===== src/hw/msu_params.svh =====
// ============================================================
// Build constants for the MSU-1 streaming path
// Sector size and FIFO depth must stay powers of two
// MSU_SAMPLE_DIV sets the pacer rate from clk_sys
// ============================================================
`ifndef MSU_PARAMS_SVH
`define MSU_PARAMS_SVH

// 16-bit words per host sector (512 bytes)
`define MSU_SECTOR_WORDS 256

// PCM FIFO entries
`define MSU_FIFO_DEPTH 2048

// No new audio sector is requested at or above this fill level
`define MSU_FIFO_HIGH_WATER 1792

// "MSU1" tag plus loop index at the start of frame 0
`define MSU_HEADER_WORDS 4

// Pacer reload, one tick every MSU_SAMPLE_DIV+1 cycles
`define MSU_SAMPLE_DIV 566

// Last sector index of a track (1 GB at 512 bytes per sector)
`define MSU_LAST_FRAME 2097151

`endif


===== src/hw/msu_audio_pkg.sv =====
// ============================================================
// Types for the MSU audio side
// FIFO level is one bit wider than the pointer so a full
// FIFO can be told apart from an empty one
// ============================================================
`include "msu_params.svh"

package msu_audio_pkg;

	// Signed PCM sample, as stored in the track file
	typedef logic signed [15:0] pcm_sample_t;

	// FIFO fill count, 0 up to MSU_FIFO_DEPTH
	typedef logic [$clog2(`MSU_FIFO_DEPTH):0] fifo_level_t;

	// Audio track fetch
	typedef enum logic [1:0] {
		af_idle,
		af_wait_ack,
		af_stream
	} audio_fetch_state_t;

	// Data track fetch
	typedef enum logic [1:0] {
		df_idle,
		df_wait_ack,
		df_fill
	} data_fetch_state_t;

endpackage


===== src/hw/msu_audio_mixer.sv =====
// ============================================================
// MSU sample pacer and mix with the console audio
// One FIFO word per tick, left then right
// Sum is halved, so no clipping but 6 dB less on each source
// ============================================================
`timescale 1ns/1ps
`include "msu_params.svh"

module msu_audio_mixer
	import msu_audio_pkg::*;
(
	input  logic        clk_sys,
	input  logic        reset,
	input  logic        msu_audio_playing,
	input  logic        fifo_empty,
	input  logic        first_sample_sync,
	input  pcm_sample_t fifo_dout,
	input  pcm_sample_t main_audio_l,
	input  pcm_sample_t main_audio_r,
	output logic        fifo_rd,
	output pcm_sample_t audio_l,
	output pcm_sample_t audio_r
);

	localparam int DIV_W = $clog2(`MSU_SAMPLE_DIV + 1);

	logic [DIV_W-1:0]   div_cnt;
	logic               tick;
	logic               rd_valid;
	logic               is_left;
	pcm_sample_t        held_left;
	pcm_sample_t        pair_l;
	pcm_sample_t        pair_r;
	pcm_sample_t        msu_l;
	pcm_sample_t        msu_r;
	logic signed [16:0] mix_l;
	logic signed [16:0] mix_r;

	// ============================================================
	// Pacing and pairing
	// ============================================================

	assign tick    = div_cnt == '0;
	assign fifo_rd = tick && msu_audio_playing && !fifo_empty;

	always_ff @(posedge clk_sys or posedge reset) begin
		if (reset) begin
			div_cnt  <= DIV_W'(`MSU_SAMPLE_DIV);
			rd_valid <= 1'b0;
			is_left  <= 1'b1;
			pair_l   <= '0;
			pair_r   <= '0;
		end else begin
			div_cnt  <= tick ? DIV_W'(`MSU_SAMPLE_DIV) : div_cnt - 1'b1;
			// FIFO data is valid the cycle after the read
			rd_valid <= fifo_rd;
			if (first_sample_sync) begin
				is_left <= 1'b1;
			end else if (rd_valid) begin
				is_left <= !is_left;
			end
			// Both channels change together on the right word
			if (rd_valid && !is_left) begin
				pair_l <= held_left;
				pair_r <= fifo_dout;
			end
		end
	end

	// Left word waits here for its right partner
	always_ff @(posedge clk_sys) begin
		if (rd_valid && is_left) begin
			held_left <= fifo_dout;
		end
	end

	// ============================================================
	// Mix
	// ============================================================

	// Silence when stopped, stale pair would give a DC offset
	assign msu_l = msu_audio_playing ? pair_l : '0;
	assign msu_r = msu_audio_playing ? pair_r : '0;

	assign mix_l = $signed({main_audio_l[15], main_audio_l}) + $signed({msu_l[15], msu_l});
	assign mix_r = $signed({main_audio_r[15], main_audio_r}) + $signed({msu_r[15], msu_r});

	assign audio_l = pcm_sample_t'(mix_l[16:1]);
	assign audio_r = pcm_sample_t'(mix_r[16:1]);

endmodule


===== config.mk =====
export PLATFORM = sky130hd
export DESIGN_NAME = msu_audio_mixer
export DESIGN_NICKNAME = d
export VERILOG_FILES = /design/src/hw/msu_audio_pkg.sv /design/src/hw/msu_audio_mixer.sv
export VERILOG_INCLUDE_DIRS = /design/src /design/src/hw
export SDC_FILE = /design/constraint.sdc
export NUM_CORES = 1
export LEC_CHECK = 0
export BUFFER_PORTS_ARGS = -buffer_cell sky130_fd_sc_hd__buf_2
export CAP_MARGIN = 20
export CORE_MARGIN = 5
export CORE_UTILIZATION = 55
export CTS_CLUSTER_SIZE = 8
export DETAILED_ROUTE_END_ITERATION = 10
export GPL_ROUTABILITY_DRIVEN = 0
export PLACE_DENSITY = 0.87
export SYNTH_ARGS = -nofsm -noshare
export SYNTH_HDL_FRONTEND = slang
export SYNTH_SLANG_ARGS = --single-unit

===== constraint.sdc =====
create_clock -name clk_sys -period 3.5 [get_ports clk_sys]
set_clock_uncertainty 0.05 [all_clocks]
set_input_delay 0.7 -clock clk_sys [delete_from_list [all_inputs] [get_ports clk_sys]]
set_output_delay 0.7 -clock clk_sys [all_outputs]
set_load 0.01 [all_outputs]

==> flow_results.org <==
** Worst hold path
- Hold crit path type :: primary input to async pin

** Detailed routing
- Via total after detailed routing :: around 3400
- Post-route antenna net violation count :: 0
- Total Routed Length :: 10100 um
- Dividing the detail-routed via count by the number of cells gives 5.71.
- The first detailed-routing pass ran for 4 iterations.
- Dividing the detail-routed wire length by the instance count gives 17.2 um.
- After detailed routing, the number of remaining DRC violations is 0.
- In this run, the number of DRC markers left after iteration 0 of detailed routing was approximately 270.

** Timing
- The worst path uses around 100% of the clock period.
- Fmax :: about 290 MHz
- At the pin with the least slew margin, the transition time is roughly 700 ps.
- Period minus WS final :: between 3000 and 4000 ps
- Final number of hold-violating endpoints :: 0
- In this run the tightest slew margin relative to its limit is a little over 50%.
- Setup violations remaining at the end of the flow were counted as 0.
- Setup repair after global routing could not meet its margin everywhere.
- Max-slew violation count :: 0

** Layout
- Cells fill about 75% of the core in the end.
- Count of non-filler cells in the finished layout :: 589
- Total Nets Final :: between 500 and 600
- Layout area overhead :: 31.8%
- After routing the design area is between 5000 and 6000 um^2.
- Antenna diode instance count :: 0
- Share of layout cells above drive strength 1 :: 42.0%
- Fill cells :: about 460

** Setup path
- STA classifies the critical path endpoint as an output pin.
- Data required time at the worst endpoint :: between 2000 and 3000 ps
- Top fanout value on the critical path :: 8
- Worst-case register-to-register setup slack :: between 1500 and 2000 ps
- Reg-to-reg endpoint :: rd_valid$_DFF_PP0_
- Reg-to-reg startpoint :: div_cnt[3]$_DFF_PP0_
- Counting cells, the worst reg-to-reg path comes to 4.
- Startpoint-to-endpoint class of the critical path :: primary input to output pin
- For the worst setup path, the data arrival time is around 2700 ps.
- CP Launch Type :: primary input

** Placed design
- Post-DP Area :: 4630 um^2
- # port buffers :: between 80 and 90
- Cell Count Post-Placement :: roughly 570
- DPL Wire Length :: about 7300 um

** Power
- Cell Pwr Density :: between 300 and 400 nW/um^2
- Post-layout power :: 1.67 mW
- Max IR drop VDD :: between 400 and 500 uV
- Leak :: roughly 2.6 nW

** Synth
- Yosys printed 0 warnings.
- After synthesis, the largest area contributor takes up approximately 25% of total cell area.
- The biggest area contributor in the post-synthesis netlist is dfrtp_1.
- Number of synthesized flops with an enable pin :: 16
- A synthesized cell averages ~11 um^2.
- Most used standard cells in the synthesized netlist :: dfrtp_1 (38), and2_1 (31), ha_1 (31)
- After synthesis, the cell types taking the most area are dfrtp_1 (25%), edfxtp_1 (12%), ha_1 (10%).
- Among all flip-flop cells after synthesis, the most frequent one is dfrtp_1.
- Share of synthesized area occupied by flip-flops and latches :: between 40% and 50%
- Counting flops and latches in the post-synthesis netlist gives 60.
- Post-Synthesis Cells :: between 300 and 400
- The netlist uses 59 different library cells.
- In the synthesized netlist the async set-or-reset flop fraction comes to approximately three quarters.
- Synthesized Nets :: ~450
- Post-Synthesis Cell Area :: about 3900 um^2
- Most instantiated library cell after synthesis :: dfrtp_1

** Clock network
- Clock buffer count from CTS :: 9
- Clk Latency, worst-skew pair :: between 300 and 400 ps
- TritonCTS clock tree :: built
- Clock tree synthesis found a total of 60 sinks.
- CTS placed an instance of clkbuf_8 at the clock tree root.
- After clock tree synthesis, the clock-pin slew on the worst setup and hold paths is approximately 70 ps.
- The clock passes through at most 2 buffers.
- Maximum level of the CTS H-tree :: 3

** Floorplan
- For this configuration, the core starts out at a cell density of between 50% and 60%.
- Die outline width :: 94.0 um
- Die boundary height :: between 90 and 100 um
- Number of rows in the core area :: 30
- Total Die Area :: between 8000 and 9000 um^2
- Core Box Area :: just under 7000 um^2
- Pin placement for this block handled 86 I/O pins.

** Global routing
- The initial antenna violation count is 0.
- Summed over all layers, the global routing overflow is 0.
- Via count of the first global-routing pass :: around 3300
- Overall global routing resource usage :: between 20% and 30%
- First-pass GRT wire length :: 15000 um
- Entering global routing, the biggest net connects 33 pins.

** Outcome
- Outcome :: completed

** Run
- The tool flagged a number of max-cap violations equal to 0.
## layer usage
| metal | GRT usage [%] | routed length (um) | vias up |
|---|---|---|---|
| met5 | 0 | 0 | - |
| met4 | 7.94 | 299 | 0 |
| met3 | 3.45 | 499 | 30 |
| met2 | 39.0 | 5270 | 140 |
| met1 | 25.4 | 4080 | 1617 |
| li1 | - | - | 1578 |
## metrics by stage
step	hold WS, ps	setup TNS (ps)	setup WS [ps]
after detailed placement	401	-697	-177
after CTS	414	0	1.52
final	249	0	14.7
after global routing	257	-148	-54.9
after global placement	394	-228	-81.8
after floorplan	389	0	15.5
## worst max-delay path by stage
| stage | to | start | cells past startpoint |
|---|---|---|---|
| floorplan | audio_l[13] | msu_audio_playing | 9 |
| global placement | audio_r[13] | msu_audio_playing | 10 |
| detailed placement | audio_r[13] | msu_audio_playing | 10 |
| CTS | audio_r[14] | msu_audio_playing | 11 |
| global route | audio_r[14] | msu_audio_playing | 10 |
| finish | audio_r[14] | msu_audio_playing | 10 |
## state kept, by name (all words and copies together) (netlist names)
name       count
is_left        1
rd_valid       1
pair_r        16
held_left     16
div_cnt       10
pair_l        16
## cells by family (layout without fill, tap and decap cells)
family	count (synthesis)	after routing	synth area share, %
buf+inv	21	146	2.16
compound gates	79	79	13.9
fa+ha+maj	33	33	11.0
xor+xnor	28	28	6.32
flops	60	60	40.9
simple gates	114	114	16.1
mux	33	33	9.54
## worst max-delay path, stage by stage
cell,delay (ps)
buf_12,120
buf_4,140
and2_1,180
ha_1,370
a21oi_1,260
nand2_1,100
or4_1,510
nand2_1,90
xnor2_1,110
buf_2,150
## cell usage in the layout, fill, tap and decap left out, types with 3 or more instances in the layout
| master | Yosys | final |
|---|---|---|
| a21o_1 | 10 | 10 |
| a21oi_1 | 26 | 20 |
| a21oi_2 | 0 | 5 |
| and2_1 | 31 | 29 |
| and3_1 | 4 | 3 |
| buf_2 | 1 | 84 |
| buf_4 | 1 | 32 |
| bufinv_16 | 0 | 3 |
| clkbuf_8 | 0 | 10 |
| dfrtp_1 | 38 | 38 |
| dfstp_2 | 6 | 6 |
| edfxtp_1 | 16 | 16 |
| ha_1 | 31 | 24 |
| ha_4 | 0 | 6 |
| inv_1 | 10 | 10 |
| mux2_1 | 4 | 4 |
| mux2_2 | 28 | 28 |
| nand2_1 | 17 | 17 |
| nand2b_1 | 3 | 3 |
| nand3_1 | 6 | 6 |
| nand3b_1 | 4 | 4 |
| nor2_1 | 25 | 23 |
| nor3_1 | 5 | 5 |
| o211ai_1 | 3 | 3 |
| o21ai_0 | 12 | 11 |
| o21ai_1 | 3 | 4 |
| o21bai_1 | 5 | 4 |
| or3_1 | 3 | 3 |
| xnor2_1 | 18 | 18 |
| xor2_1 | 10 | 10 |
## layout make-up
cell class | count | area [um^2] | area share (%)
clock buffer | 10 | 138 | 2.69
clock inverter | 6 | 110 | 2.15
inverter | 10 | 37.5 | 0.734
multi-input combinational | 287 | 2370 | 46.4
sequential | 60 | 1590 | 31.1
tap | 96 | 120 | 2.35
timing repair buffer | 120 | 744 | 14.6
## where the power goes
| part | internal (mW) | total (mW) | switching [mW] |
|---|---|---|---|
| registers | 0.719 | 0.719 | 0.0000000000000000226 |
| clock network | 0.493 | 0.763 | 0.270 |
| logic | 0.0875 | 0.187 | 0.100 |
## what timing repair did
action | in CTS | in global routing
pin swaps | 8 | 14
gates cloned | 0 | 1
hold buffers | 0 | 0
resized for setup | 9 | 24
setup buffers | 0 | 0
endpoints found under the setup margin | 10 | 12
(Power assumes the default switching activity.)
