`config.mk`:
```
export PLATFORM = sky130hd
export DESIGN_NAME = msu_sector_ctrl
export DESIGN_NICKNAME = d
export VERILOG_FILES = /design/src/hw/msu_audio_pkg.sv /design/src/hw/msu_sd_pkg.sv /design/src/hw/msu_sector_ctrl.sv
export VERILOG_INCLUDE_DIRS = /design/src /design/src/hw
export SDC_FILE = /design/constraint.sdc
export NUM_CORES = 1
export LEC_CHECK = 0
export BUFFER_PORTS_ARGS = -buffer_cell sky130_fd_sc_hd__buf_2
export CAP_MARGIN = 20
export CORE_MARGIN = 2
export CORE_UTILIZATION = 40
export DETAILED_ROUTE_END_ITERATION = 12
export GPL_ROUTABILITY_DRIVEN = 0
export GPL_TIMING_DRIVEN = 0
export HOLD_SLACK_MARGIN = 0.02
export PLACE_DENSITY = 0.71
export SLEW_MARGIN = 40
export SYNTH_ARGS = -nofsm -noshare
export SYNTH_HDL_FRONTEND = slang
export SYNTH_SLANG_ARGS = --single-unit
```
`constraint.sdc`:
```
create_clock -name clk_sys -period 3.47 [get_ports clk_sys]
set_clock_uncertainty 0.05 [all_clocks]
set_input_delay 0.1735 -clock clk_sys [delete_from_list [all_inputs] [get_ports clk_sys]]
set_output_delay 0.1735 -clock clk_sys [all_outputs]
set_load 0.05 [all_outputs]
```
`src/hw/msu_params.svh`:
```
// ============================================================
// Build constants for the MSU-1 streaming path
// Sector size and FIFO depth must stay powers of two
// MSU_SAMPLE_DIV sets the pacer rate from clk_sys
// ============================================================
`ifndef MSU_PARAMS_SVH
`define MSU_PARAMS_SVH

// 16-bit words per host sector (512 bytes)
`define MSU_SECTOR_WORDS 256

// PCM FIFO entries
`define MSU_FIFO_DEPTH 2048

// No new audio sector is requested at or above this fill level
`define MSU_FIFO_HIGH_WATER 1792

// "MSU1" tag plus loop index at the start of frame 0
`define MSU_HEADER_WORDS 4

// Pacer reload, one tick every MSU_SAMPLE_DIV+1 cycles
`define MSU_SAMPLE_DIV 566

// Last sector index of a track (1 GB at 512 bytes per sector)
`define MSU_LAST_FRAME 2097151

`endif

```
`src/hw/msu_audio_pkg.sv`:
```
// ============================================================
// Types for the MSU audio side
// FIFO level is one bit wider than the pointer so a full
// FIFO can be told apart from an empty one
// ============================================================
`include "msu_params.svh"

package msu_audio_pkg;

	// Signed PCM sample, as stored in the track file
	typedef logic signed [15:0] pcm_sample_t;

	// FIFO fill count, 0 up to MSU_FIFO_DEPTH
	typedef logic [$clog2(`MSU_FIFO_DEPTH):0] fifo_level_t;

	// Audio track fetch
	typedef enum logic [1:0] {
		af_idle,
		af_wait_ack,
		af_stream
	} audio_fetch_state_t;

	// Data track fetch
	typedef enum logic [1:0] {
		df_idle,
		df_wait_ack,
		df_fill
	} data_fetch_state_t;

endpackage

```
`src/hw/msu_sd_pkg.sv`:
```
// ============================================================
// Types for the host sector side
// Word index width follows MSU_SECTOR_WORDS
// ============================================================
`include "msu_params.svh"

package msu_sd_pkg;

	// Host block address, one 512-byte sector per step
	typedef logic [31:0] sd_lba_t;

	// One word of the host sector stream
	typedef logic [15:0] sd_word_t;

	// Word position inside one sector
	typedef logic [$clog2(`MSU_SECTOR_WORDS)-1:0] sd_word_idx_t;

	// Byte address bits below the sector number
	localparam int SECTOR_SHIFT = $clog2(`MSU_SECTOR_WORDS) + 1;

endpackage

```
`src/hw/msu_sector_ctrl.sv`:
```
// ============================================================
// Sector fetch control for the MSU audio and data tracks
// Host handshake is level based: request, ack, word strobes
// Only one request level is ever high at a time
// Playback stops after MSU_LAST_FRAME, no repeat mode
// ============================================================
`timescale 1ns/1ps
`include "msu_params.svh"

module msu_sector_ctrl
	import msu_sd_pkg::*, msu_audio_pkg::*;
(
	input  logic         clk_sys,
	input  logic         reset,
	input  logic         msu_trig_play,
	input  logic         msu_trackmounting,
	input  logic [31:0]  msu_data_addr,
	input  logic         sd_ack_audio,
	input  logic         sd_ack_data,
	input  logic         sd_buff_wr,
	input  fifo_level_t  fifo_level,
	input  logic         fifo_full,
	output logic         sd_rd_audio,
	output logic         sd_rd_data,
	output sd_lba_t      sd_lba_audio,
	output sd_lba_t      sd_lba_data,
	output logic         fifo_wr,
	output logic         fifo_clear,
	output logic         first_sample_sync,
	output logic         msu_audio_playing,
	output logic         msu_data_busy,
	output logic         buf_wr,
	output sd_word_idx_t buf_idx
);

	localparam int FRAME_W  = $clog2(`MSU_LAST_FRAME + 1);
	localparam int SECTOR_W = 32 - SECTOR_SHIFT;

	audio_fetch_state_t    af_state;
	data_fetch_state_t     df_state;
	logic [FRAME_W-1:0]    cur_frame;
	sd_word_idx_t          word_cnt;
	sd_word_idx_t          data_idx;
	// Extra top bit makes the reset value unreachable from any address
	logic [SECTOR_W:0]     cached_sector;
	logic                  sector_miss;
	logic                  data_req_go;
	logic                  audio_slot;
	logic                  audio_word;
	logic                  header_skip;

	// ============================================================
	// Channel arbitration
	// ============================================================

	assign sector_miss = cached_sector != {1'b0, msu_data_addr[31:SECTOR_SHIFT]};

	// Data request may start only while no audio request is pending
	assign data_req_go = (df_state == df_idle) && sector_miss && !sd_rd_audio;

	// Audio request yields to a starting or pending data request
	assign audio_slot = !data_req_go && !sd_rd_data;

	// ============================================================
	// Audio stream filtering
	// ============================================================

	// Words of an aborted sector arrive while idle and are dropped
	assign audio_word = sd_ack_audio && sd_buff_wr && (af_state != af_idle);

	// Frame 0 starts with the tag and loop words
	assign header_skip = (sd_lba_audio == '0) && (word_cnt < `MSU_HEADER_WORDS);

	assign fifo_wr = audio_word && msu_audio_playing && !header_skip && !fifo_full;

	// First word after the header is the left sample of the first pair
	assign first_sample_sync = fifo_wr && (sd_lba_audio == '0)
		&& (word_cnt == `MSU_HEADER_WORDS);

	// Trigger flushes anything left over from the previous track
	assign fifo_clear = msu_trig_play;

	// Audio fetch FSM
	always_ff @(posedge clk_sys or posedge reset) begin
		if (reset) begin
			af_state          <= af_idle;
			msu_audio_playing <= 1'b0;
			cur_frame         <= '0;
			word_cnt          <= '0;
			sd_rd_audio       <= 1'b0;
			sd_lba_audio      <= '0;
		end else begin
			if (audio_word) begin
				word_cnt <= word_cnt + 1'b1;
			end
			case (af_state)
				af_idle: begin
					// Wait for the host to finish any sector it still holds
					if (msu_audio_playing && !msu_trackmounting && !sd_ack_audio
						&& audio_slot) begin
						sd_lba_audio <= sd_lba_t'(cur_frame);
						sd_rd_audio  <= 1'b1;
						word_cnt     <= '0;
						af_state     <= af_wait_ack;
					end
				end
				af_wait_ack: begin
					if (sd_ack_audio) begin
						sd_rd_audio <= 1'b0;
						af_state    <= af_stream;
					end
				end
				af_stream: begin
					// Ack low means the sector is done, FIFO level gives back-pressure
					if (!sd_ack_audio && fifo_level < `MSU_FIFO_HIGH_WATER) begin
						if (msu_audio_playing && cur_frame < FRAME_W'(`MSU_LAST_FRAME)) begin
							if (audio_slot) begin
								cur_frame    <= cur_frame + 1'b1;
								sd_lba_audio <= sd_lba_t'(cur_frame + 1'b1);
								sd_rd_audio  <= 1'b1;
								word_cnt     <= '0;
								af_state     <= af_wait_ack;
							end
						end else begin
							// End of track
							msu_audio_playing <= 1'b0;
							af_state          <= af_idle;
						end
					end
				end
				default: af_state <= af_idle;
			endcase
			// Trigger restarts from frame 0 whatever the FSM was doing
			if (msu_trig_play) begin
				msu_audio_playing <= 1'b1;
				cur_frame         <= '0;
				sd_rd_audio       <= 1'b0;
				af_state          <= af_idle;
			end
		end
	end

	// ============================================================
	// Data track sector cache fill
	// ============================================================

	assign buf_wr  = sd_ack_data && sd_buff_wr && (df_state != df_idle);
	assign buf_idx = data_idx;

	always_ff @(posedge clk_sys or posedge reset) begin
		if (reset) begin
			df_state      <= df_idle;
			sd_rd_data    <= 1'b0;
			sd_lba_data   <= '0;
			msu_data_busy <= 1'b0;
			data_idx      <= '0;
			cached_sector <= {1'b1, {SECTOR_W{1'b0}}};
		end else begin
			if (buf_wr) begin
				data_idx <= data_idx + 1'b1;
			end
			case (df_state)
				df_idle: begin
					if (data_req_go) begin
						cached_sector <= {1'b0, msu_data_addr[31:SECTOR_SHIFT]};
						sd_lba_data   <= sd_lba_t'(msu_data_addr >> SECTOR_SHIFT);
						sd_rd_data    <= 1'b1;
						msu_data_busy <= 1'b1;
						data_idx      <= '0;
						df_state      <= df_wait_ack;
					end
				end
				df_wait_ack: begin
					if (sd_ack_data) begin
						sd_rd_data <= 1'b0;
						df_state   <= df_fill;
					end
				end
				df_fill: begin
					// Buffer is complete once the host drops the ack
					if (!sd_ack_data) begin
						msu_data_busy <= 1'b0;
						df_state      <= df_idle;
					end
				end
				default: df_state <= df_idle;
			endcase
		end
	end

	// Host serves one channel at a time
	a_one_request: assert property (@(posedge clk_sys) disable iff (reset)
		!(sd_rd_audio && sd_rd_data));

endmodule

```
==> run metrics, run 1 <==
status=finished clean; WP data arrival=3.01 ns; Critical-path top delay cell=dfrtp_1; first-pass GRT wire length=19200 um; worst setup path end=cur_frame[4]$_DFFE_PP0P_; Crit Path Max Fanout=10; P&R area growth vs syn=21.6%; Max Freq=351 MHz; Rel. slew slack=about half; Critical Path Source Type=flip-flop; vias=3848; Final setup viols=0; period utilization=82.1%; logic gate share of total power=45.5%; Yosys reg bits=91; Die H=119 um; RSZ-0062 raised after global routing=no; Post-synth ARST share=100%; fin. max-slew vios=0; Crit path top cell by count=inv_1; DIE AREA=0.0141 mm^2; Final Hold Viols=0; worst reg2reg path depth=11; Worst Path Required=between 3 and 4 ns; register area share after synthesis=43.4%; vias in the first global route=between 3000 and 4000; Sink Count=91; type of the most critical hold path=input port to flip-flop; Cell Pwr Density=717 mW/mm^2; 1st-pass router iterations=4; vias per inst=around 4.8; Clock Latency Late Sink=between 0.3 and 0.4 ns; Routed WL=around 12000 um; Die W=around 120 um; VDD IR max=0.435 mV; Psw=1.86 mW; sequential power share=between 30% and 40%; GRT Util Overall=around 17%; Syn. warnings=0; Mapped Cells=just under 500; library cells used by synthesis=52; layout cells sized above 1=35.8%; initial antenna violation count=0; kind of critical path=flip-flop to flip-flop; post-cts resize count=0; CTS tree=built; Reg clk slew, reported paths=around 0.07 ns; root buf cell=clkbuf_16; GRT Residual Overflow=0; Placed Cells=roughly 800; number of buffers added on ports=94; placed wire-length estimate=8570 um; Crit Reg-Reg Startpoint=af_state[0]$_DFFE_PP0P_; Leakage=3.09 nW; Sw Ratio=approximately 41%; r2r setup slk=0.62 ns; H-tree levels=3; CTS Buffer Depth=2; Post-Syn Area per Cell=10.7 um^2; CP startpoint=af_state[0]$_DFFE_PP0P_; pin count of the biggest net entering global routing=between 60 and 70; reg2reg end=cur_frame[4]$_DFFE_PP0P_; clock network fraction of design power=23.4%; post-route ant nets=0; DRT iter0 DRCs=227; Ant. Diodes=0; final core area utilization=roughly half; CP peak stage delay=0.43 ns; IO Count=132; Rows=41; Wirelength per Cell=between 10 and 15 um; Int Pwr=2.72 mW; Cell Chain, Critical Path=inv_1, ha_1, clkbuf_1, inv_1, a311oi_2, nor3b_2, buf_4, buf_2, nand3b_1, xnor2_1, nor2_1; Num CTS Buffers=9; Worst-Margin Slew=0.741 ns; CP endpoint kind=flip-flop; Nets=~680; Core Area=0.0127 mm^2; Finished Layout Cells=795; Post-Syn Area=0.00525 mm^2; EDFF count, synth=0; DRC violations left=0; initial core utilization=slightly above 40%; Final min period=2.85 ns; Top FF cell, synth=dfrtp_1; max-cap viol count=0
-- critical path, delay by kind of cell, from the launching register on --
family                   cells  cell delay [ns]
adder cells (fa/ha/maj)      1             0.15
AO/OA/AOI/OAI                1             0.37
buffers and inverters        5             1.10
flip-flops                   1             0.43
AND/OR/NAND/NOR              3             0.43
XOR/XNOR                     1             0.17
-- cell usage after synthesis (all sizes together), types with 2 or more instances --
cell,n,area share (%)
buf,55,8.2
xor2,27,4.5
nand2b,7,0.83
nand2,27,1.9
clkbuf,6,0.43
xnor2,48,8.0
nand3,30,3.0
a21oi,7,0.74
mux2,45,11
mux2i,2,0.38
nor3b,2,0.38
and2,9,1.1
nand3b,3,0.43
dfrtp,90,43
and3,13,1.6
nand4,14,1.7
or4,2,0.29
inv,12,0.86
o21ai,9,0.86
nor2,38,2.7
ha,9,2.1
a21boi,2,0.50
nor3,9,0.86
or3,2,0.24
nor4,9,1.2
-- cells in the final DEF (no fill, tap or decap), types with 11 or more instances in the layout --
cell type and instances:
buf_2 98, dfrtp_1 90, xnor2_1 48, buf_4 47, nor2_1 38, nand3_1 29, nand2_1 27, xor2_1 27
mux2_2 24, mux2_4 20, conb_1 19, nand4_1 14, and3_1 12, inv_1 11
-- cell type report --
class                           instances  area, um^2
Clock inverter                          6        88.8
Sequential cell                        91        2280
Timing Repair Buffer                   97         518
Clock buffer                           10         239
Fill cell                            1188        6340
Buffer                                 61         450
Tap cell                              172         215
Multi-Input combinational cell        346        2540
Inverter                               12        50.0
-- what timing repair did --
action                    CTS  global route
setup buffers               0             0
hold endpoints to repair   31             0
hold buffers                2             0
-- worst min-delay path by stage --
stage,from,to,cells after the start
floorplan,sd_ack_data,df_state[0]$_DFFE_PP0P_,1
global placement,sd_ack_data,df_state[0]$_DFFE_PP0P_,2
detailed placement,reset,buf_idx[2]$_DFF_PP0_,2
CTS,msu_data_addr[16],cached_sector[7]$_DFFE_PP0P_,2
global route,msu_data_addr[9],cached_sector[0]$_DFFE_PP0P_,2
finish,msu_data_addr[26],cached_sector[17]$_DFFE_PP0P_,2
-- metrics by stage --
step / instance area, um^2 / worst slack (ns) / hold slack, ns / total power [mW] / TNS, ns
after CTS: 6380 / 0.612 / 0.0304 / 4.61 / 0
after floorplan: 5320 / 0.835 / 0.232 / 3.11 / 0
after global routing: 6380 / 0.395 / 0.0350 / 4.80 / 0
after detailed placement: 6030 / 0.677 / 0.128 / 3.53 / 0
final: 6380 / 0.621 / 0.0375 / 4.58 / 0
after global placement: 6000 / -0.251 / 0.361 / 3.49 / -21.96
-- cell families after synthesis --
| logic type | after synthesis | synth area share (%) |
|---|---|---|
| xor gates and xnor gates | 75 | 12.5 |
| and+or+nand+nor | 172 | 17.7 |
| other | 1 | 0.0714 |
| adders and majority gates | 9 | 2.15 |
| buffers and inverters | 73 | 9.44 |
| DFF | 91 | 43.4 |
| AOI/OAI and AO/OA | 24 | 3.24 |
| muxes | 47 | 11.5 |
-- power groups by stage --
stage | Combinational [mW] | Sequential [mW] | Clock (mW)
after floorplan | 1.62 | 1.49 | 0
after global placement | 2.06 | 1.43 | 0
after detailed placement | 2.09 | 1.44 | 0
after CTS | 2.10 | 1.42 | 1.09
after global routing | 2.21 | 1.46 | 1.13
final | 2.08 | 1.42 | 1.07
-- routing by layer --
metal / vias up / share of wire, % / track usage, % / wire length, um
met1: 1885 / 44 / 21.2 / 5090
met2: 85 / 50 / 28.7 / 5800
li1: 1864 / - / - / -
met4: 0 / 1.5 / 6.62 / 177
met3: 14 / 4.2 / 2.99 / 487
met5: - / 0 / 0 / 0
-- registers in the layout (all words and copies together) (netlist names) --
name,count
sd_lba_audio,22
msu_audio_playing,1
word_cnt,8
msu_data_busy,1
sd_rd_data,1
cached_sector,24
af_state,2
sd_rd_audio,1
df_state,2
buf_idx,8
cur_frame,21
No activity file was read; power rests on OpenSTA's default activity.
==> run 2: changes to the inputs <==
--- a/config.mk
+++ b/config.mk
@@ -6,6 +6,7 @@
 export SDC_FILE = /design/constraint.sdc
 export NUM_CORES = 1
 export LEC_CHECK = 0
+export ABC_AREA = 1
 export BUFFER_PORTS_ARGS = -buffer_cell sky130_fd_sc_hd__buf_2
 export CAP_MARGIN = 20
 export CORE_MARGIN = 2
==> constraint.sdc (replaced) <==
create_clock -name clk_sys -period 2.9 [get_ports clk_sys]
set_clock_uncertainty 0.05 [all_clocks]
set_input_delay 0.145 -clock clk_sys [delete_from_list [all_inputs] [get_ports clk_sys]]
set_output_delay 0.145 -clock clk_sys [all_outputs]
set_load 0.05 [all_outputs]
==> run metrics, run 2 <==
status=finished clean; first-pass GRT wire length=20300 um (+6.0%); sum of negative setup slack=0 ns (unchanged); DP Area=0.00615 mm^2 (+1.9%); Sw Ratio=48.4% (+7.8 points); Nets=889 (+31%); Worst Path Required=2.71 ns (-0.92 ns); Synth area leaders=dfrtp_1 (42%), nand2_1 (14%), inv_1 (6.1%), buf_4 (6.0%), o21ai_0 (5.2%); Yosys top cell area share=42.1% (-0.84 points); most common library cells after synthesis=nand2_1 (200), dfrtp_1 (90), inv_1 (87); Yosys reg bits=91 (unchanged); RSZ-0062 raised after global routing=no; most frequent cells in the layout=nand2_1 (200), buf_2 (97), dfrtp_1 (90), inv_1 (86); VDD IR max=0.420 mV (-3.4%); period utilization=90.9%; vias in the first global route=4275 (+9.2%); Post-Syn Area per Cell=7.64 um^2 (-28%); Post-CTS Setup Bufs=0 (unchanged); Crit path max-delay family=simple AND/OR/NAND/NOR gates; CP peak stage delay=0.43 ns (about the same); Post-Place Worst Slack=0.559 ns (-0.118 ns); P&R area growth vs syn=21.0%; Final setup viols=0 (unchanged); pin count of the biggest net entering global routing=51 (-16%); initial antenna violation count=0 (unchanged); CTS Buffer Depth=2 (unchanged); vias per inst=4.55 (-5.9%); Design Area, Final=0.00648 mm^2 (+1.5%); Top Usage Layer GRT=met2; Top reg by flops=cached_sector; top-count cell post-synth=nand2_1; Int Pwr=3.27 mW (+20%); routing usage on met2=28.8% (+0.050 points); Sink Count=91 (unchanged); number of buffers added on ports=95 (+1.1%); 1st-pass router iterations=4 (unchanged); DRC violations left=0 (unchanged); H-tree levels=3 (unchanged); Syn. warnings=0 (unchanged); GRT met1 Usage=24.2% (+3.0 points); Die W=120 um (+0.96%); Final Hold Viols=0 (unchanged); register area share after synthesis=42.6% (-0.85 points); CP endpoint kind=output pin; GRT Residual Overflow=0 (unchanged); final worst slack=0.264 ns (-0.357 ns); Reg clk slew, reported paths=0.06 ns (about the same); Worst-Margin Slew=0.552 ns (-0.189 ns); Routed WL=12200 um (+5.9%); post-route ant nets=0 (unchanged); Crit Path Max Fanout=5 (-5); Cell Chain, Critical Path=inv_1, ha_1, nor3_2, inv_1, nor3_1, o21ai_0, nor3_1, buf_2; placed wire-length estimate=9310 um (+8.7%); CP Buf/Inv Count=3 (-2); Wirelength per Cell=12.1 um (-17%); Cell Pwr Density=979 mW/mm^2 (+37%); Post-synth ARST share=100% (unchanged); library cells used by synthesis=38 (-27%); Synth area leader=dfrtp_1; initial core utilization=40.8% (-0.50 points); Post-Syn Area=0.00535 mm^2 (+2.0%); fin. max-slew vios=0 (unchanged); max reg flops=24 (unchanged); Clock Latency Late Sink=0.34 ns (about the same); GRT met3 Usage=3.66% (+0.67 points); Ant. Diodes=0 (unchanged); clock network fraction of design power=18.9% (-4.5 points); largest registers=cached_sector (24), sd_lba_audio (22), cur_frame (21); WP data arrival=2.44 ns (-0.57 ns); CTS tree=built; root buf cell=clkbuf_16; Core Area=0.0131 mm^2 (+3.3%); Rows=42 (+2.4%); type of the most critical hold path=input port to flip-flop; kind of critical path=flip-flop to output pin; layout cells sized above 1=24.5% (-11 points); Num CTS Buffers=9 (unchanged); GRT Util Overall=17.7% (+0.83 points); Critical-path top delay cell=dfrtp_1; EDFF count, synth=0 (unchanged); max-cap viol count=0 (unchanged); Fillers=1297 (+9.2%); DIE AREA=0.0143 mm^2 (+1.9%); DRT iter0 DRCs=318 (+40%); Psw=3.07 mW (+65%); Rel. slew slack=63.2% (+13 points); IO Count=132 (unchanged); Max Freq=379 MHz; vias=4595 (+19%); Mapped Cells=701 (+42%); logic gate share of total power=51.7% (+6.2 points); sequential power share=29.4% (-1.7 points); Leakage=3.39 nW (+9.7%); Top FF cell, synth=dfrtp_1; most common cell after layout, fill and taps aside=nand2_1; Critical Path Source Type=flip-flop; Die H=120 um (+0.96%); Final min period=about 2.6 ns
-- run 2: worst min-delay path: cells and delay by family --
| kind | cells | cell delay (ns) |
|---|---|---|
| AO/OA/AOI/OAI | 1 | 0.07 |
| buffers and inverters | 2 | 0.16 |
-- run 2: power by group through the flow --
stage	clock network, mW	registers [mW]	logic [mW]
6_report	1.20	1.86	3.28
5_1_grt	1.29	1.91	3.58
4_1_cts	1.23	1.86	3.31
3_5_place_dp	0	1.88	3.30
3_3_place_gp	0	1.87	3.27
2_1_floorplan	0	2.18	2.28
-- run 2: cell families (layout without fill, tap and decap cells) --
family,count (synthesis),in the layout,synth area share [%]
xor gates and xnor gates,27,27,4.42
AOI/OAI and AO/OA,94,94,10.4
and+or+nand+nor,330,330,26.5
other,1,19,0.0700
buffers and inverters,149,263,13.9
DFF,91,91,42.6
adders and majority gates,9,9,2.10
-- run 2: worst paths after layout --
check | start | end | slack (ns) | cells past startpoint
max | af_state[0]$_DFFE_PP0P_ | first_sample_sync | 0.26 | 8
min | msu_data_addr[31] | cached_sector[22]$_DFFE_PP0P_ | 0.04 | 3
max reg2reg | af_state[0]$_DFFE_PP0P_ | sd_lba_audio[17]$_DFFE_PP0P_ | 0.51 | 6
min reg2reg | cached_sector[23]$_DFFE_PP1P_ | cached_sector[23]$_DFFE_PP1P_ | 0.41 | 2
max in group asynchronous | reset | af_state[1]$_DFFE_PP0P_ | 1.92 | 4
min in group asynchronous | reset | cached_sector[9]$_DFFE_PP0P_ | 0.31 | 3
-- run 2: routing by layer --
metal / vias to the layer above / share of wire, %
met2: 97 / 47
met3: 4 / 4.4
met4: 0 / 0.50
met5: - / 0
met1: 2100 / 48
li1: 2394 / -
-- run 2: per-stage QoR --
step / utilization, % / power [mW] / cells / hold WS (ns)
after floorplan: - / 4.46 / 719 / 0.202
after global placement: 46.6 / 5.14 / 990 / 0.330
after detailed placement: 46.8 / 5.18 / 991 / 0.136
after CTS: 49.3 / 6.40 / 1009 / 0.0349
after global routing: 49.3 / 6.78 / 1009 / 0.0415
final: 49.3 / 6.34 / 1009 / 0.0395
-- run 2: cell type report --
type	count	area [um^2]	share of cell area, %
clock buffer	13	260	4.02
buffer	57	400	6.18
sequential	91	2280	35.2
inverter	92	350	5.41
timing repair buffer	98	523	8.08
clock inverter	3	46.3	0.715
multi-input combinational	479	2400	37.0
tap	176	220	3.40
-- run 2: repair_timing --
action                                 in CTS  in global routing
endpoints found under the hold margin      41                  0
hold buffers                                2                  0
gates resized for setup                     0                  0
==> run 3: changes to the inputs <==
--- a/config.mk
+++ b/config.mk
@@ -9,6 +9,7 @@
 export ABC_AREA = 1
 export BUFFER_PORTS_ARGS = -buffer_cell sky130_fd_sc_hd__buf_2
 export CAP_MARGIN = 20
+export CORE_ASPECT_RATIO = 0.8
 export CORE_MARGIN = 2
 export CORE_UTILIZATION = 40
 export DETAILED_ROUTE_END_ITERATION = 12
==> run metrics, run 3 (synthesis gave the netlist of run 2 again) <==
status=finished clean; Cell Pwr Density=994 mW/mm^2 (+1.5%); CP endpoint kind=output pin; sum of negative setup slack=0 ns (unchanged); Final min period=2.67 ns (+0.0346 ns); Die H=107 um (-10%); kind of critical path=flip-flop to output pin; vias=4629 (+0.74%); most frequent cells in the layout=nand2_1 (200), buf_2 (97), dfrtp_1 (90), inv_1 (86); IO Count=132 (unchanged); Nets=892 (+0.34%); H-tree levels=3 (unchanged); Top reg by flops=cached_sector; first-pass GRT wire length=20800 um (+2.3%); Crit Path Max Fanout=5 (unchanged); max reg flops=24 (unchanged); Hold WS=0.0280 ns (-0.0114 ns); Rows=37 (-12%); Worst-Margin Slew=0.568 ns (+0.0157 ns); largest registers=cached_sector (24), sd_lba_audio (22), cur_frame (21); layout cells sized above 1=24.6% (+0.15 points); Die W=133 um (+11%); most common cell after layout, fill and taps aside=nand2_1; Num CTS Buffers=9 (unchanged); Routed WL=12600 um (+2.8%); Max Freq=374 MHz (-1.3%); WP data arrival=2.48 ns (+0.04 ns); CP Buf/Inv Count=3 (unchanged); post-route ant nets=0 (unchanged); fin. max-slew vios=0 (unchanged); type of the most critical hold path=input port to flip-flop; period utilization=92.1% (+1.2 points); DRC violations left=0 (unchanged); routing usage on met2=27.8% (-0.95 points); CP peak stage delay=0.41 ns (-0.02 ns); vias per inst=4.58 (+0.54%); Top Usage Layer GRT=met2; CTS tree=built; placed wire-length estimate=9420 um (+1.1%); root buf cell=clkbuf_16; Final setup viols=0 (unchanged); max-cap viol count=0 (unchanged); 1st-pass router iterations=7 (+3); total power=6.50 mW (+2.5%); GRT Util Overall=18.4% (+0.70 points); Rel. slew slack=62.1% (-1.0 points); final worst slack=0.229 ns (-0.0346 ns); Wirelength per Cell=12.4 um (+2.6%); initial core utilization=41.3% (+0.55 points); vias in the first global route=4271 (-0.094%); P&R area growth vs syn=22.1%; Clock Latency Late Sink=0.35 ns (about the same); Core Area=0.0130 mm^2 (-1.3%); Final Hold Viols=0 (unchanged); Leakage=3.41 nW (+0.78%); GRT Residual Overflow=0 (unchanged); GRT met3 Usage=4.66% (+1.0 points); GRT met1 Usage=26.0% (+1.7 points); Post-Place Worst Slack=0.577 ns (+0.0183 ns); VDD IR max=0.458 mV (+8.9%); pin count of the biggest net entering global routing=67 (+31%); number of buffers added on ports=95 (unchanged); Crit path max-delay family=simple AND/OR/NAND/NOR gates; Cell Chain, Critical Path=inv_1, ha_1, nor3_2, inv_1, nor3_1, o21ai_0, nor3_1, buf_2; Critical-path top delay cell=dfrtp_1; DRT iter0 DRCs=435 (+37%); Critical Path Source Type=flip-flop; Worst Path Required=2.71 ns (about the same); initial antenna violation count=0 (unchanged); CTS Buffer Depth=2 (unchanged); Sink Count=91 (unchanged); Reg clk slew, reported paths=0.06 ns (about the same); DIE AREA=0.0143 mm^2 (about the same); RSZ-0062 raised after global routing=no; Ant. Diodes=0 (unchanged)
==> run 3: cell types whose count changed in the layout (fill, tap and decap cells not counted), sizes merged <==
cell / previous run / this run
clkinv: 2 / 1
dlygate4sd3: 2 / 5
bufinv: 1 / 2
clkbuf: 22 / 20
clkinvlp: 1 / 2
inv: 91 / 92
==> run 3: power by group <==
group / switching, mW / leakage (nW) / internal, mW / total, mW
Combinational: 2.33 / 2.05 / 0.985 / 3.31
Sequential: 0.291 / 1.20 / 1.58 / 1.87
Clock: 0.515 / 0.158 / 0.805 / 1.32
Total: 3.13 / 3.41 / 3.37 / 6.50
==> run 3: final timing paths <==
| kind | from | end | slack (ns) | cells past startpoint |
|---|---|---|---|---|
| setup / recovery | af_state[0]$_DFFE_PP0P_ | first_sample_sync | 0.23 | 8 |
| hold / removal | msu_data_addr[30] | cached_sector[21]$_DFFE_PP0P_ | 0.03 | 3 |
| setup reg to reg | af_state[0]$_DFFE_PP0P_ | sd_lba_audio[17]$_DFFE_PP0P_ | 0.55 | 6 |
| hold reg to reg | cached_sector[23]$_DFFE_PP1P_ | cached_sector[23]$_DFFE_PP1P_ | 0.41 | 2 |
| max in group asynchronous | reset | cached_sector[23]$_DFFE_PP1P_ | 1.93 | 4 |
| min in group asynchronous | reset | sd_lba_audio[21]$_DFFE_PP0P_ | 0.25 | 3 |
==> run 3: cell type report <==
cell class	instances	area, um^2
tap	175	219
buffer	57	400
inverter	92	353
timing repair buffer	101	553
clock buffer	11	253
fill	1241	6420
clock inverter	5	83.8
sequential	91	2280
multi-input combinational	479	2400
==> run 3: layer usage <==
layer / share of wire [%] / vias to the layer above
met5: 0 / -
met4: 0.92 / 0
met3: 5.5 / 7
met2: 45 / 111
met1: 48 / 2110
li1: - / 2401
==> run 3: worst min-delay path, delay by kind of cell <==
family | cells | cell delay [ns]
buf+inv | 2 | 0.17
compound gates | 1 | 0.07
==> run 3: per-stage QoR <==
stage          util [%]  cells  cell area, um^2
2_1_floorplan         -    719             5420
3_3_place_gp       47.2    989             6120
3_5_place_dp       47.5    990             6150
4_1_cts            50.4   1011             6540
5_1_grt            50.4   1011             6540
6_report           50.4   1011             6540
==> run 3: repair_timing <==
item | in CTS | in global routing
resized for setup | 0 | 0
buffers inserted | 0 | 0
hold endpoints to repair | 91 | 0
hold buffers | 5 | 0
setup endpoints to repair | 0 | 0
